File: config.mk
export PLATFORM = sky130hd
export DESIGN_NAME = bmu_top
export DESIGN_NICKNAME = d
export VERILOG_FILES = /design/src/common/bmu_pkg.sv /design/src/source/bmu_b_decoder.sv /design/src/bmu_alu/bmu_alu.sv /design/src/source/bmu_in_fifo.sv /design/src/source/bmu_top.sv
export SDC_FILE = /design/constraint.sdc
export NUM_CORES = 2
export LEC_CHECK = 0
export ABC_CLOCK_PERIOD_IN_PS = 13150
export BUFFER_PORTS_ARGS = -buffer_cell sky130_fd_sc_hd__buf_2
export CAP_MARGIN = 20
export CORE_MARGIN = 10
export CORE_UTILIZATION = 50
export DETAILED_ROUTE_END_ITERATION = 16
export PLACE_DENSITY_LB_ADDON = 0.05
export SETUP_SLACK_MARGIN = 0.15
export SYNTH_ARGS = -nofsm -noshare
export SYNTH_HDL_FRONTEND = slang
export SYNTH_HIERARCHICAL = 1
export SYNTH_SLANG_ARGS = --single-unit
File: constraint.sdc
create_clock -name clk -period 13.15 [get_ports clk]
set_input_delay 1.9725 -clock clk [delete_from_list [all_inputs] [get_ports clk]]
set_output_delay 1.9725 -clock clk [all_outputs]
set_load 0.02 [all_outputs]
File: src/common/bmu_pkg.sv
// Bit-manipulation unit package with opcodes, operator encodings and shared records

package bmu_pkg;

  ////////////////////////////////////////////////////////////////////////////
  // Major opcodes
  ////////////////////////////////////////////////////////////////////////////

  localparam logic [6:0] OPCODE_OP    = 7'h33;
  localparam logic [6:0] OPCODE_OPIMM = 7'h13;

  // Legal subset combinations, chosen at build time
  typedef enum logic [1:0] {
    B_NONE,
    ZBA_ZBB,
    ZBA_ZBB_ZBS,
    ZBA_ZBB_ZBC_ZBS
  } b_ext_e;

  ////////////////////////////////////////////////////////////////////////////
  // ALU operators
  ////////////////////////////////////////////////////////////////////////////

  typedef enum logic [4:0] {
    // Zba
    ALU_B_SH1ADD,
    ALU_B_SH2ADD,
    ALU_B_SH3ADD,
    // Zbb
    ALU_B_MIN,
    ALU_B_MINU,
    ALU_B_MAX,
    ALU_B_MAXU,
    ALU_B_ANDN,
    ALU_B_ORN,
    ALU_B_XNOR,
    ALU_B_ROL,
    ALU_B_ROR,
    ALU_B_ZEXT_H,
    ALU_B_CLZ,
    ALU_B_CTZ,
    ALU_B_CPOP,
    ALU_B_ORC_B,
    ALU_B_REV8,
    ALU_B_SEXT_B,
    ALU_B_SEXT_H,
    // Zbc
    ALU_B_CLMUL,
    ALU_B_CLMULH,
    ALU_B_CLMULR,
    // Zbs
    ALU_B_BSET,
    ALU_B_BCLR,
    ALU_B_BINV,
    ALU_B_BEXT,
    ALU_NONE      // Illegal or unsupported word
  } alu_op_e;

  // Second operand source
  typedef enum logic [1:0] {
    OP_B_REG,     // rs2 value
    OP_B_IMM,     // shamt field, instr[24:20]
    OP_B_NONE     // Unary operation, operand forced to zero
  } op_b_sel_e;

  ////////////////////////////////////////////////////////////////////////////
  // Records passed between blocks
  ////////////////////////////////////////////////////////////////////////////

  typedef struct packed {
    logic [31:0] instr;
    logic [31:0] rs1;
    logic [31:0] rs2;
  } issue_t;

  typedef struct packed {
    alu_op_e   alu_op;
    op_b_sel_e op_b_sel;
    logic      illegal;
  } b_ctrl_t;

  typedef struct packed {
    logic [31:0] result;
    logic        illegal;
  } result_t;

  // Decoder output for anything not executed
  localparam b_ctrl_t B_CTRL_ILLEGAL = '{
    alu_op:   ALU_NONE,
    op_b_sel: OP_B_NONE,
    illegal:  1'b1
  };

endpackage

File: src/source/bmu_b_decoder.sv
// B-extension decoder, maps OP and OP-IMM words onto ALU control
`timescale 1ns/1ps

module bmu_b_decoder #(
  parameter bmu_pkg::b_ext_e B_EXT = bmu_pkg::B_NONE
) (
  input  logic [31:0]      instr_i,
  output bmu_pkg::b_ctrl_t ctrl_o
);

  localparam bit RV32B_ZBA = (B_EXT != bmu_pkg::B_NONE);
  localparam bit RV32B_ZBB = (B_EXT != bmu_pkg::B_NONE);
  localparam bit RV32B_ZBS = (B_EXT == bmu_pkg::ZBA_ZBB_ZBS) ||
                             (B_EXT == bmu_pkg::ZBA_ZBB_ZBC_ZBS);
  localparam bit RV32B_ZBC = (B_EXT == bmu_pkg::ZBA_ZBB_ZBC_ZBS);

  bmu_pkg::alu_op_e   dec_op;   // Matched operator, before subset check
  bmu_pkg::op_b_sel_e dec_bsel;
  logic               dec_en;   // Operator belongs to an enabled subset
  logic [14:0]        funct;    // {funct7, rs2 field, funct3}

  assign funct = {instr_i[31:25], instr_i[24:20], instr_i[14:12]};

  ////////////////////////////////////////////////////////////////////////////
  // Pattern match
  ////////////////////////////////////////////////////////////////////////////

  always_comb begin
    dec_op = bmu_pkg::ALU_NONE;
    unique case (instr_i[6:0])
      bmu_pkg::OPCODE_OP: begin
        unique casez (funct)
          {7'b0010000, 5'b?????, 3'b010}: dec_op = bmu_pkg::ALU_B_SH1ADD;
          {7'b0010000, 5'b?????, 3'b100}: dec_op = bmu_pkg::ALU_B_SH2ADD;
          {7'b0010000, 5'b?????, 3'b110}: dec_op = bmu_pkg::ALU_B_SH3ADD;
          {7'b0000101, 5'b?????, 3'b100}: dec_op = bmu_pkg::ALU_B_MIN;
          {7'b0000101, 5'b?????, 3'b101}: dec_op = bmu_pkg::ALU_B_MINU;
          {7'b0000101, 5'b?????, 3'b110}: dec_op = bmu_pkg::ALU_B_MAX;
          {7'b0000101, 5'b?????, 3'b111}: dec_op = bmu_pkg::ALU_B_MAXU;
          {7'b0100000, 5'b?????, 3'b111}: dec_op = bmu_pkg::ALU_B_ANDN;
          {7'b0100000, 5'b?????, 3'b110}: dec_op = bmu_pkg::ALU_B_ORN;
          {7'b0100000, 5'b?????, 3'b100}: dec_op = bmu_pkg::ALU_B_XNOR;
          {7'b0110000, 5'b?????, 3'b001}: dec_op = bmu_pkg::ALU_B_ROL;
          {7'b0110000, 5'b?????, 3'b101}: dec_op = bmu_pkg::ALU_B_ROR;
          {7'b0000100, 5'b00000, 3'b100}: dec_op = bmu_pkg::ALU_B_ZEXT_H; // rs2 field must be x0
          {7'b0000101, 5'b?????, 3'b001}: dec_op = bmu_pkg::ALU_B_CLMUL;
          {7'b0000101, 5'b?????, 3'b011}: dec_op = bmu_pkg::ALU_B_CLMULH;
          {7'b0000101, 5'b?????, 3'b010}: dec_op = bmu_pkg::ALU_B_CLMULR;
          {7'b0010100, 5'b?????, 3'b001}: dec_op = bmu_pkg::ALU_B_BSET;
          {7'b0100100, 5'b?????, 3'b001}: dec_op = bmu_pkg::ALU_B_BCLR;
          {7'b0110100, 5'b?????, 3'b001}: dec_op = bmu_pkg::ALU_B_BINV;
          {7'b0100100, 5'b?????, 3'b101}: dec_op = bmu_pkg::ALU_B_BEXT;
          default:                        dec_op = bmu_pkg::ALU_NONE;
        endcase
      end
      bmu_pkg::OPCODE_OPIMM: begin
        unique casez (funct)
          {7'b0110000, 5'b00000, 3'b001}: dec_op = bmu_pkg::ALU_B_CLZ;
          {7'b0110000, 5'b00001, 3'b001}: dec_op = bmu_pkg::ALU_B_CTZ;
          {7'b0110000, 5'b00010, 3'b001}: dec_op = bmu_pkg::ALU_B_CPOP;
          {7'b0110000, 5'b00100, 3'b001}: dec_op = bmu_pkg::ALU_B_SEXT_B;
          {7'b0110000, 5'b00101, 3'b001}: dec_op = bmu_pkg::ALU_B_SEXT_H;
          {7'b0010100, 5'b00111, 3'b101}: dec_op = bmu_pkg::ALU_B_ORC_B;
          {7'b0110100, 5'b11000, 3'b101}: dec_op = bmu_pkg::ALU_B_REV8;
          {7'b0110000, 5'b?????, 3'b101}: dec_op = bmu_pkg::ALU_B_ROR;  // rori
          {7'b0010100, 5'b?????, 3'b001}: dec_op = bmu_pkg::ALU_B_BSET; // bseti
          {7'b0100100, 5'b?????, 3'b001}: dec_op = bmu_pkg::ALU_B_BCLR; // bclri
          {7'b0110100, 5'b?????, 3'b001}: dec_op = bmu_pkg::ALU_B_BINV; // binvi
          {7'b0100100, 5'b?????, 3'b101}: dec_op = bmu_pkg::ALU_B_BEXT; // bexti
          default:                        dec_op = bmu_pkg::ALU_NONE;
        endcase
      end
      default: dec_op = bmu_pkg::ALU_NONE; // Not a B opcode
    endcase
  end

  ////////////////////////////////////////////////////////////////////////////
  // Subset check and operand b source
  ////////////////////////////////////////////////////////////////////////////

  always_comb begin
    unique case (dec_op)
      bmu_pkg::ALU_B_SH1ADD, bmu_pkg::ALU_B_SH2ADD, bmu_pkg::ALU_B_SH3ADD:
        dec_en = RV32B_ZBA;
      bmu_pkg::ALU_B_CLMUL, bmu_pkg::ALU_B_CLMULH, bmu_pkg::ALU_B_CLMULR:
        dec_en = RV32B_ZBC;
      bmu_pkg::ALU_B_BSET, bmu_pkg::ALU_B_BCLR, bmu_pkg::ALU_B_BINV, bmu_pkg::ALU_B_BEXT:
        dec_en = RV32B_ZBS;
      bmu_pkg::ALU_NONE: dec_en = 1'b0;
      default:           dec_en = RV32B_ZBB; // Remaining operators are Zbb
    endcase
  end

  always_comb begin
    unique case (dec_op)
      bmu_pkg::ALU_B_ZEXT_H, bmu_pkg::ALU_B_CLZ, bmu_pkg::ALU_B_CTZ, bmu_pkg::ALU_B_CPOP,
      bmu_pkg::ALU_B_ORC_B, bmu_pkg::ALU_B_REV8, bmu_pkg::ALU_B_SEXT_B, bmu_pkg::ALU_B_SEXT_H:
        dec_bsel = bmu_pkg::OP_B_NONE;
      default:
        dec_bsel = (instr_i[6:0] == bmu_pkg::OPCODE_OPIMM) ? bmu_pkg::OP_B_IMM
                                                           : bmu_pkg::OP_B_REG;
    endcase
  end

  always_comb begin
    if (dec_en) begin
      ctrl_o.alu_op   = dec_op;
      ctrl_o.op_b_sel = dec_bsel;
      ctrl_o.illegal  = 1'b0;
    end else begin
      ctrl_o = bmu_pkg::B_CTRL_ILLEGAL;
    end
  end

endmodule

File: src/bmu_alu/bmu_alu.sv
// B-extension ALU, computes Zba, Zbb, Zbc and Zbs results
`timescale 1ns/1ps

module bmu_alu (
  input  bmu_pkg::alu_op_e op_i,
  input  logic [31:0]      a_i,
  input  logic [31:0]      b_i,
  output logic [31:0]      result_o
);

  logic [4:0]  sh;          // Shift amount and bit index
  logic [63:0] rot_l;
  logic [63:0] rot_r;
  logic [31:0] bit_mask;
  logic [5:0]  clz_cnt;
  logic [5:0]  ctz_cnt;
  logic [5:0]  cpop_cnt;
  logic [63:0] clmul_prod;  // Full carry-less product

  assign sh       = b_i[4:0];
  assign rot_l    = {a_i, a_i} << sh;
  assign rot_r    = {a_i, a_i} >> sh;
  assign bit_mask = 32'h1 << sh;

  ////////////////////////////////////////////////////////////////////////////
  // Counting and carry-less multiply
  ////////////////////////////////////////////////////////////////////////////

  always_comb begin
    clz_cnt  = 6'd32;
    ctz_cnt  = 6'd32;
    cpop_cnt = '0;
    for (int i = 0; i < 32; i++) begin
      if (a_i[i]) clz_cnt = 6'(31 - i);       // Highest set bit wins
      if (a_i[31-i]) ctz_cnt = 6'(31 - i);    // Lowest set bit wins
      cpop_cnt = cpop_cnt + 6'(a_i[i]);
    end
  end

  // One partial term per bit of b
  always_comb begin
    clmul_prod = '0;
    for (int i = 0; i < 32; i++) begin
      if (b_i[i]) clmul_prod = clmul_prod ^ ({32'b0, a_i} << i);
    end
  end

  ////////////////////////////////////////////////////////////////////////////
  // Result select
  ////////////////////////////////////////////////////////////////////////////

  always_comb begin
    unique case (op_i)
      bmu_pkg::ALU_B_SH1ADD: result_o = {a_i[30:0], 1'b0} + b_i;
      bmu_pkg::ALU_B_SH2ADD: result_o = {a_i[29:0], 2'b0} + b_i;
      bmu_pkg::ALU_B_SH3ADD: result_o = {a_i[28:0], 3'b0} + b_i;
      bmu_pkg::ALU_B_MIN:    result_o = ($signed(a_i) < $signed(b_i)) ? a_i : b_i;
      bmu_pkg::ALU_B_MINU:   result_o = (a_i < b_i) ? a_i : b_i;
      bmu_pkg::ALU_B_MAX:    result_o = ($signed(a_i) < $signed(b_i)) ? b_i : a_i;
      bmu_pkg::ALU_B_MAXU:   result_o = (a_i < b_i) ? b_i : a_i;
      bmu_pkg::ALU_B_ANDN:   result_o = a_i & ~b_i;
      bmu_pkg::ALU_B_ORN:    result_o = a_i | ~b_i;
      bmu_pkg::ALU_B_XNOR:   result_o = ~(a_i ^ b_i);
      bmu_pkg::ALU_B_ROL:    result_o = rot_l[63:32];
      bmu_pkg::ALU_B_ROR:    result_o = rot_r[31:0];
      bmu_pkg::ALU_B_ZEXT_H: result_o = {16'b0, a_i[15:0]};
      bmu_pkg::ALU_B_CLZ:    result_o = {26'b0, clz_cnt};
      bmu_pkg::ALU_B_CTZ:    result_o = {26'b0, ctz_cnt};
      bmu_pkg::ALU_B_CPOP:   result_o = {26'b0, cpop_cnt};
      bmu_pkg::ALU_B_ORC_B: begin
        for (int i = 0; i < 4; i++) begin
          result_o[i*8 +: 8] = (|a_i[i*8 +: 8]) ? 8'hff : 8'h00;
        end
      end
      bmu_pkg::ALU_B_REV8:   result_o = {a_i[7:0], a_i[15:8], a_i[23:16], a_i[31:24]};
      bmu_pkg::ALU_B_SEXT_B: result_o = {{24{a_i[7]}}, a_i[7:0]};
      bmu_pkg::ALU_B_SEXT_H: result_o = {{16{a_i[15]}}, a_i[15:0]};
      bmu_pkg::ALU_B_CLMUL:  result_o = clmul_prod[31:0];
      bmu_pkg::ALU_B_CLMULH: result_o = clmul_prod[63:32];
      bmu_pkg::ALU_B_CLMULR: result_o = clmul_prod[62:31];
      bmu_pkg::ALU_B_BSET:   result_o = a_i | bit_mask;
      bmu_pkg::ALU_B_BCLR:   result_o = a_i & ~bit_mask;
      bmu_pkg::ALU_B_BINV:   result_o = a_i ^ bit_mask;
      bmu_pkg::ALU_B_BEXT:   result_o = {31'b0, a_i[sh]};
      default:               result_o = '0; // ALU_NONE
    endcase
  end

endmodule

File: src/source/bmu_in_fifo.sv
// Input buffer of issued instructions, sized to the input credit count
`timescale 1ns/1ps

module bmu_in_fifo #(
  parameter int DEPTH = 4
) (
  input  logic            clk,
  input  logic            arst_n_i,
  input  logic            push_i,
  input  bmu_pkg::issue_t push_data_i,
  input  logic            pop_i,
  output bmu_pkg::issue_t pop_data_o,
  output logic            empty_o
);

  localparam int PTR_W = (DEPTH > 1) ? $clog2(DEPTH) : 1;
  localparam int CNT_W = $clog2(DEPTH + 1);

  bmu_pkg::issue_t  mem [DEPTH];
  logic [PTR_W-1:0] wr_ptr_q;
  logic [PTR_W-1:0] rd_ptr_q;
  logic [CNT_W-1:0] count_q;   // Entries held

  always_ff @(posedge clk or negedge arst_n_i) begin
    if (!arst_n_i) begin
      wr_ptr_q <= '0;
      rd_ptr_q <= '0;
      count_q  <= '0;
    end else begin
      if (push_i) begin
        wr_ptr_q <= (wr_ptr_q == PTR_W'(DEPTH - 1)) ? '0 : wr_ptr_q + 1'b1;
      end
      if (pop_i) begin
        rd_ptr_q <= (rd_ptr_q == PTR_W'(DEPTH - 1)) ? '0 : rd_ptr_q + 1'b1;
      end
      count_q <= count_q + CNT_W'(push_i) - CNT_W'(pop_i);
    end
  end

  // Storage
  always_ff @(posedge clk) begin
    if (push_i) mem[wr_ptr_q] <= push_data_i;
  end

  assign pop_data_o = mem[rd_ptr_q];
  assign empty_o    = (count_q == '0);

endmodule

File: src/source/bmu_top.sv
// Bit-manipulation execute unit top level with credit flow control on both sides
`timescale 1ns/1ps

module bmu_top #(
  parameter bmu_pkg::b_ext_e B_EXT       = bmu_pkg::ZBA_ZBB_ZBC_ZBS,
  parameter int              IN_DEPTH    = 4,
  parameter int              OUT_CREDITS = 2
) (
  input  logic             clk,
  input  logic             arst_n_i,
  input  logic             in_valid_i,
  input  bmu_pkg::issue_t  in_data_i,
  output logic             in_credit_o,
  output logic             out_valid_o,
  output bmu_pkg::result_t out_data_o,
  input  logic             out_credit_i
);

  localparam int CNT_W = $clog2(OUT_CREDITS + 1);

  bmu_pkg::issue_t  pop_data;
  logic             fifo_empty;
  logic             pop;
  bmu_pkg::b_ctrl_t ctrl;
  logic [31:0]      op_b;
  logic [31:0]      alu_res;
  logic [CNT_W-1:0] out_cred_q;     // Output credits not yet spent
  logic             in_credit_q;
  logic             out_valid_q;
  bmu_pkg::result_t out_data_q;

  bmu_in_fifo #(.DEPTH(IN_DEPTH)) bmu_in_fifo_inst (
    .clk         (clk),
    .arst_n_i    (arst_n_i),
    .push_i      (in_valid_i),
    .push_data_i (in_data_i),
    .pop_i       (pop),
    .pop_data_o  (pop_data),
    .empty_o     (fifo_empty)
  );

  // A returning credit can be spent in the cycle it arrives
  assign pop = !fifo_empty && ((out_cred_q != '0) || out_credit_i);

  bmu_b_decoder #(.B_EXT(B_EXT)) bmu_b_decoder_inst (
    .instr_i (pop_data.instr),
    .ctrl_o  (ctrl)
  );

  always_comb begin
    unique case (ctrl.op_b_sel)
      bmu_pkg::OP_B_REG: op_b = pop_data.rs2;
      bmu_pkg::OP_B_IMM: op_b = {27'b0, pop_data.instr[24:20]}; // shamt
      default:           op_b = '0;
    endcase
  end

  bmu_alu bmu_alu_inst (
    .op_i     (ctrl.alu_op),
    .a_i      (pop_data.rs1),
    .b_i      (op_b),
    .result_o (alu_res)
  );

  //////////////////////////////////////////////////////////////////////////
  // Output stage and credit counter
  //////////////////////////////////////////////////////////////////////////

  // Credit is taken on the edge that raises out_valid_o
  always_ff @(posedge clk or negedge arst_n_i) begin
    if (!arst_n_i) begin
      out_cred_q  <= CNT_W'(OUT_CREDITS);
      out_valid_q <= 1'b0;
      in_credit_q <= 1'b0;
    end else begin
      out_cred_q  <= out_cred_q + CNT_W'(out_credit_i) - CNT_W'(pop);
      out_valid_q <= pop;
      in_credit_q <= pop;   // One input credit per popped entry
    end
  end

  always_ff @(posedge clk) begin
    if (pop) begin
      out_data_q.result  <= ctrl.illegal ? 32'b0 : alu_res;
      out_data_q.illegal <= ctrl.illegal;
    end
  end

  assign out_valid_o = out_valid_q;
  assign out_data_o  = out_data_q;
  assign in_credit_o = in_credit_q;

endmodule

Word-level counts from Yosys, hierarchy flattened:

Memories as Yosys holds them, arrays and structs flattened.
Index checks and enable logic that the tools add are counted.

* register bits: 43
* bits in writable memories: 384
* ROM bits: 32
* bits of input ports: 100
* output and inout bits: 35
* memories kept: 2

* add/subtract/negate cells: 40
* $lt $le $gt $ge: 3
* equal/unequal tests: 66
* shift-type cells: 3
* mux-type cells: 118
* bitwise gates (word level): 40
* reduce and logical (&&, ||, !) cells: 12

Memory list
* bmu_in_fifo_inst.mem: words 4, bits a word 96, read ports 1, clocked after memory_dff 0, write ports 1, RTL line bmu_in_fifo.sv:19 `bmu_pkg::issue_t mem [DEPTH];`
* (name not given): words 32, bits a word 1, read ports 1, clocked after memory_dff 0, write ports 0, RTL line bmu_b_decoder.sv:82 `unique case (dec_op)`

Operators by type and width (number)
* $mux W64: 31
* $pmux W32 S27: 1
* $mux W6: 64
* $add A6 B1 Y6: 30
* $mux W32: 5
* $pmux W5 S20: 1
* $add A32 B32 Y32: 3
* $not A32 Y32: 3
* $eq A15 B14 Y1 const B: 6
* $eq A10 B9 Y1 const B: 8
* $eq A5 B5 Y1 const B: 15
* $eq A10 B6 Y1 const B: 7
* $and A32 B32 Y32: 2
* $lt A32 B32 Y1: 2
* $or A32 B32 Y32: 2
* $pmux W32 S2: 1
* $shl A64 B5 Y64: 1
* $shr A64 B5 Y32: 1
* $xor A32 B32 Y32: 2
* $xor A64 B34 Y64: 1
* $xor A64 B35 Y64: 1
* $xor A64 B36 Y64: 1
* $xor A64 B37 Y64: 1
* $xor A64 B38 Y64: 1
* other kinds (59): 92

Longest topological paths before layout:

An unclocked memory read counts as a cell.

* depth in word-level cells: 74
* mapped depth: 35

Hierarchy:

Netlist, hierarchy kept.

By module, submodules not included
* bmu_alu: times used 1, cells an instance 4288, area each 27523.9 um2, seq. area each 0.0 um2
* bmu_in_fifo: times used 1, cells an instance 537, area each 14251.2 um2, seq. area each 11706.2 um2
* bmu_top: times used 1, cells an instance 121, area each 1650.3 um2, seq. area each 1067.3 um2
* bmu_b_decoder: times used 1, cells an instance 122, area each 830.8 um2, seq. area each 0.0 um2

Least setup slack after synthesis:

No wires, ideal clock.

* kind: flip-flop to flip-flop
* start point: reg bmu_in_fifo_inst.rd_ptr_q[0]
* end point: reg out_data_q (netlist bit out_data_o[22]) (data pin)
* setup time: 254 ps
* arrival time: 8104 ps
* data required time: 12896 ps
* setup slack: 4792 ps
* cell stages (with the launch flop): 33
* path through: dfrtp_1 buf_6 buf_12 buf_8 mux4_2 or4_4 or4_4 o32ai_2 nand3_1 o31a_2 nand2b_4 o221a_1 buf_6 nor2_4 buf_6 and2_1 clkbuf_1 clkbuf_1 buf_1 clkbuf_1 inv_1 ha_1 nand4_1 nor3_1 or4b_2 nor4_1 nor3_2 xnor2_2 a221o_1 a2111o_1 a221o_1 a221o_1 and2b_1

RTL lines
* start: declaration: RTL line bmu_in_fifo.sv:21 `logic [PTR_W-1:0] rd_ptr_q;`
* start signal: assignment: RTL line bmu_in_fifo.sv:34 `rd_ptr_q <= (rd_ptr_q == PTR_W'(DEPTH - 1)) ? '0 : rd_ptr_q + 1'b1;`
* end: declaration: RTL line bmu_top.sv:30 `bmu_pkg::result_t out_data_q;`

==> summary.md <==
| Metric | Value |
|---|---|
| Comb pwr share | 0.757 |
| Clock tree sinks | 387 |
| Share of cells above drive strength 1 | 0.118 |
| Total global-route track usage | 0.375 |
| Max Clk Rate | 98.2 MHz |
| HP Class | reg -> reg |
| Pre-antenna DRT Iters | 6 |
| Core Util, Final | 0.537 |
| Die area | 97800 um^2 |
| Slew margin rel. | 0.0752 |
| Slew @ Worst Pin | 1.37 ns |
| Slowest cell on crit path | dfrtp_4 |
| Setup Skew | 0.0292 ns |
| Vias in the first global route | 38.0k |
| Post-cts resize count | 0 |
| Post-CTS setup buffer count | 0 |
| Max incr delay on CP | 0.84 ns |
| Htree depth | 2 |
| Crit path max fanout | 32 |
| Core area | 85000 um^2 |
| Yosys warns | 6 |
| Crit Path Class | reg -> reg |
| DR DRC count | 0 |
| Drt total wl | 189000 um |
| Root Buffer | clkbuf_16 |
| Lkg Pwr | 0.0150 uW |
| First-pass GRT wire length | 273000 um |
| Synth Area per Inst | 8.54 um^2 |
| Post-Synthesis Cells | 5018 |
| Via/cell ratio | 6.54 |
| Total global routing overflow | 0 |
| Max VDD drop | 0.00132 V |
| Clock power frac | 0.093 |
| Die X | 313 um |
| Port buffer count | 124 |
| Internal power | 5110 uW |
| Starting Density | 0.504 |
| Placer Congestion | 1.09 |
| CTS hold repair buffers | 0 |
| Share of power burned in registers | 0.150 |
| Row count | 107 |
| Vias | 39.7k |
| Max Root-Sink Buffers | 3 |
| I/O Pins | 135 |
| Crit path launch type | register |
| Final HPWL DP | 127000 um |
| Bufs and invs on worst path | 3 |
| Number of max-cap violations | 0 |
| Syn nets | 5285 |
| Clock slew at reported path FFs | 0.06 ns |
| Critical path capture point type | register |
| ANT nets after route | 0 |
| Chip height | 313 um |
| DR iter-0 viols | 5638 |
| Status | completed |
| Crit path time final | 10.18 ns |
| Unrepaired setup endpoints after global routing | no |
| CTS buffer count | 41 |
| CP Data Arrival Time | 10.51 ns |
| Fin nets | 5167 |
| Fin. Hold Viols | 0 |
| Initial antenna violation count | 11 |
| Required @ worst endpoint | 13.48 ns |
| Sw Share | 0.564 |
| NetSw | 6600 uW |
| CP delay by family, top | compound AO/OA/AOI/OAI gates |
| Area Overhead vs Synth | 6.56% |
| Final period utilization | 0.774 |
| Pwr dens | 257 nW/um^2 |
| CTS tree | yes |
| Largest net degree at the start of global routing | 68 |
| Max-slew violations | 0 |
| Synthesized area | 42800 um^2 |
| Number of setup violations in the final report | 0 |
| Clk_lat worst skew | 0.57 ns |
| Wire per inst | 31.2 um |
| Total negative setup slack | 0 ns |
## metrics by stage
stage / cells / cell area, um^2 / total power, uW / hold WS (ns) / setup slack, ns
5_1_grt: 6069 / 45600 / 12200 / 0.514 / 2.43
3_5_place_dp: 5999 / 44400 / 10300 / 0.481 / 3.07
2_1_floorplan: 5018 / 42800 / 7240 / 0.470 / 4.82
4_1_cts: 6067 / 45600 / 11400 / 0.493 / 3.05
6_report: 6071 / 45600 / 11700 / 0.490 / 2.97
3_3_place_gp: 5999 / 44400 / 10200 / 0.486 / 3.11
## final cells by class
type,instances,area (um^2)
fill,7961,39400
multi-input combinational,4091,29200
sequential,387,11600
timing repair buffer,272,1780
tap,1144,1430
clock buffer,49,1060
inverter,107,402
clock inverter,19,178
antenna,2,5.00
## power groups by stage
stage | clock network, uW | logic [uW] | registers [uW]
global placement | 0 | 8420 | 1780
CTS | 1110 | 8550 | 1760
global route | 1170 | 9260 | 1780
detailed placement | 0 | 8520 | 1780
finish | 1090 | 8870 | 1750
floorplan | 0 | 5470 | 1780
## path summary, 6_finish.rpt
| path | start | to | slack (ns) | cells after the start |
|---|---|---|---|---|
| worst max-delay path | bmu_in_fifo_inst/rd_ptr_q[0]$_DFFE_PN0P_ | out_data_o[31]$_SDFFCE_PP0P_ | 2.97 | 25 |
| worst min-delay path | out_cred_q[1]$_DFF_PN1_ | out_cred_q[1]$_DFF_PN1_ | 0.49 | 1 |
| worst max register to register | bmu_in_fifo_inst/rd_ptr_q[0]$_DFFE_PN0P_ | out_data_o[31]$_SDFFCE_PP0P_ | 2.97 | 25 |
| worst min register to register | out_cred_q[1]$_DFF_PN1_ | out_cred_q[1]$_DFF_PN1_ | 0.49 | 1 |
| max in group asynchronous | arst_n_i | out_cred_q[1]$_DFF_PN1_ | 11.64 | 1 |
| min in group asynchronous | arst_n_i | bmu_in_fifo_inst/count_q[0]$_DFF_PN0_ | 1.25 | 1 |
## flip-flops by register name, indices dropped and copies added (netlist names)
name,flops
bmu_in_fifo_inst/wr_ptr_q,2
bmu_in_fifo_inst/count_q,3
out_valid_o,1
bmu_in_fifo_inst/mem,344
out_cred_q,2
bmu_in_fifo_inst/rd_ptr_q,2
out_data_o,33
## layer usage
layer,GRT usage,part of all wire,up-vias
met5,0.00346,0.00078,-
met4,0.250,0.079,12
met3,0.101,0.12,715
met2,0.541,0.41,2677
met1,0.488,0.38,19100
li1,-,-,17100
## cell usage in the layout (no fill, tap or decap), types with 18 or more instances in the layout
master,instances
a211oi_1,39
a21oi_1,161
buf_4,143
o22ai_1,52
nand2_1,1203
nand4_1,33
edfxtp_1,377
and2_2,27
mux2_2,43
mux2i_1,133
clkbuf_16,41
and2b_1,18
inv_1,103
ha_1,139
xnor2_1,806
a221o_1,27
nand3_1,57
nor3_1,40
o31ai_1,24
a22oi_1,44
fa_1,28
nor2b_1,29
o21ai_0,152
o221ai_1,21
buf_2,124
xor2_1,237
a21o_1,32
nor2_1,227
o2111ai_1,25
mux4_2,121
o211ai_1,31
o21a_1,21
a221oi_1,32
Power figures use the tool's default switching activity.
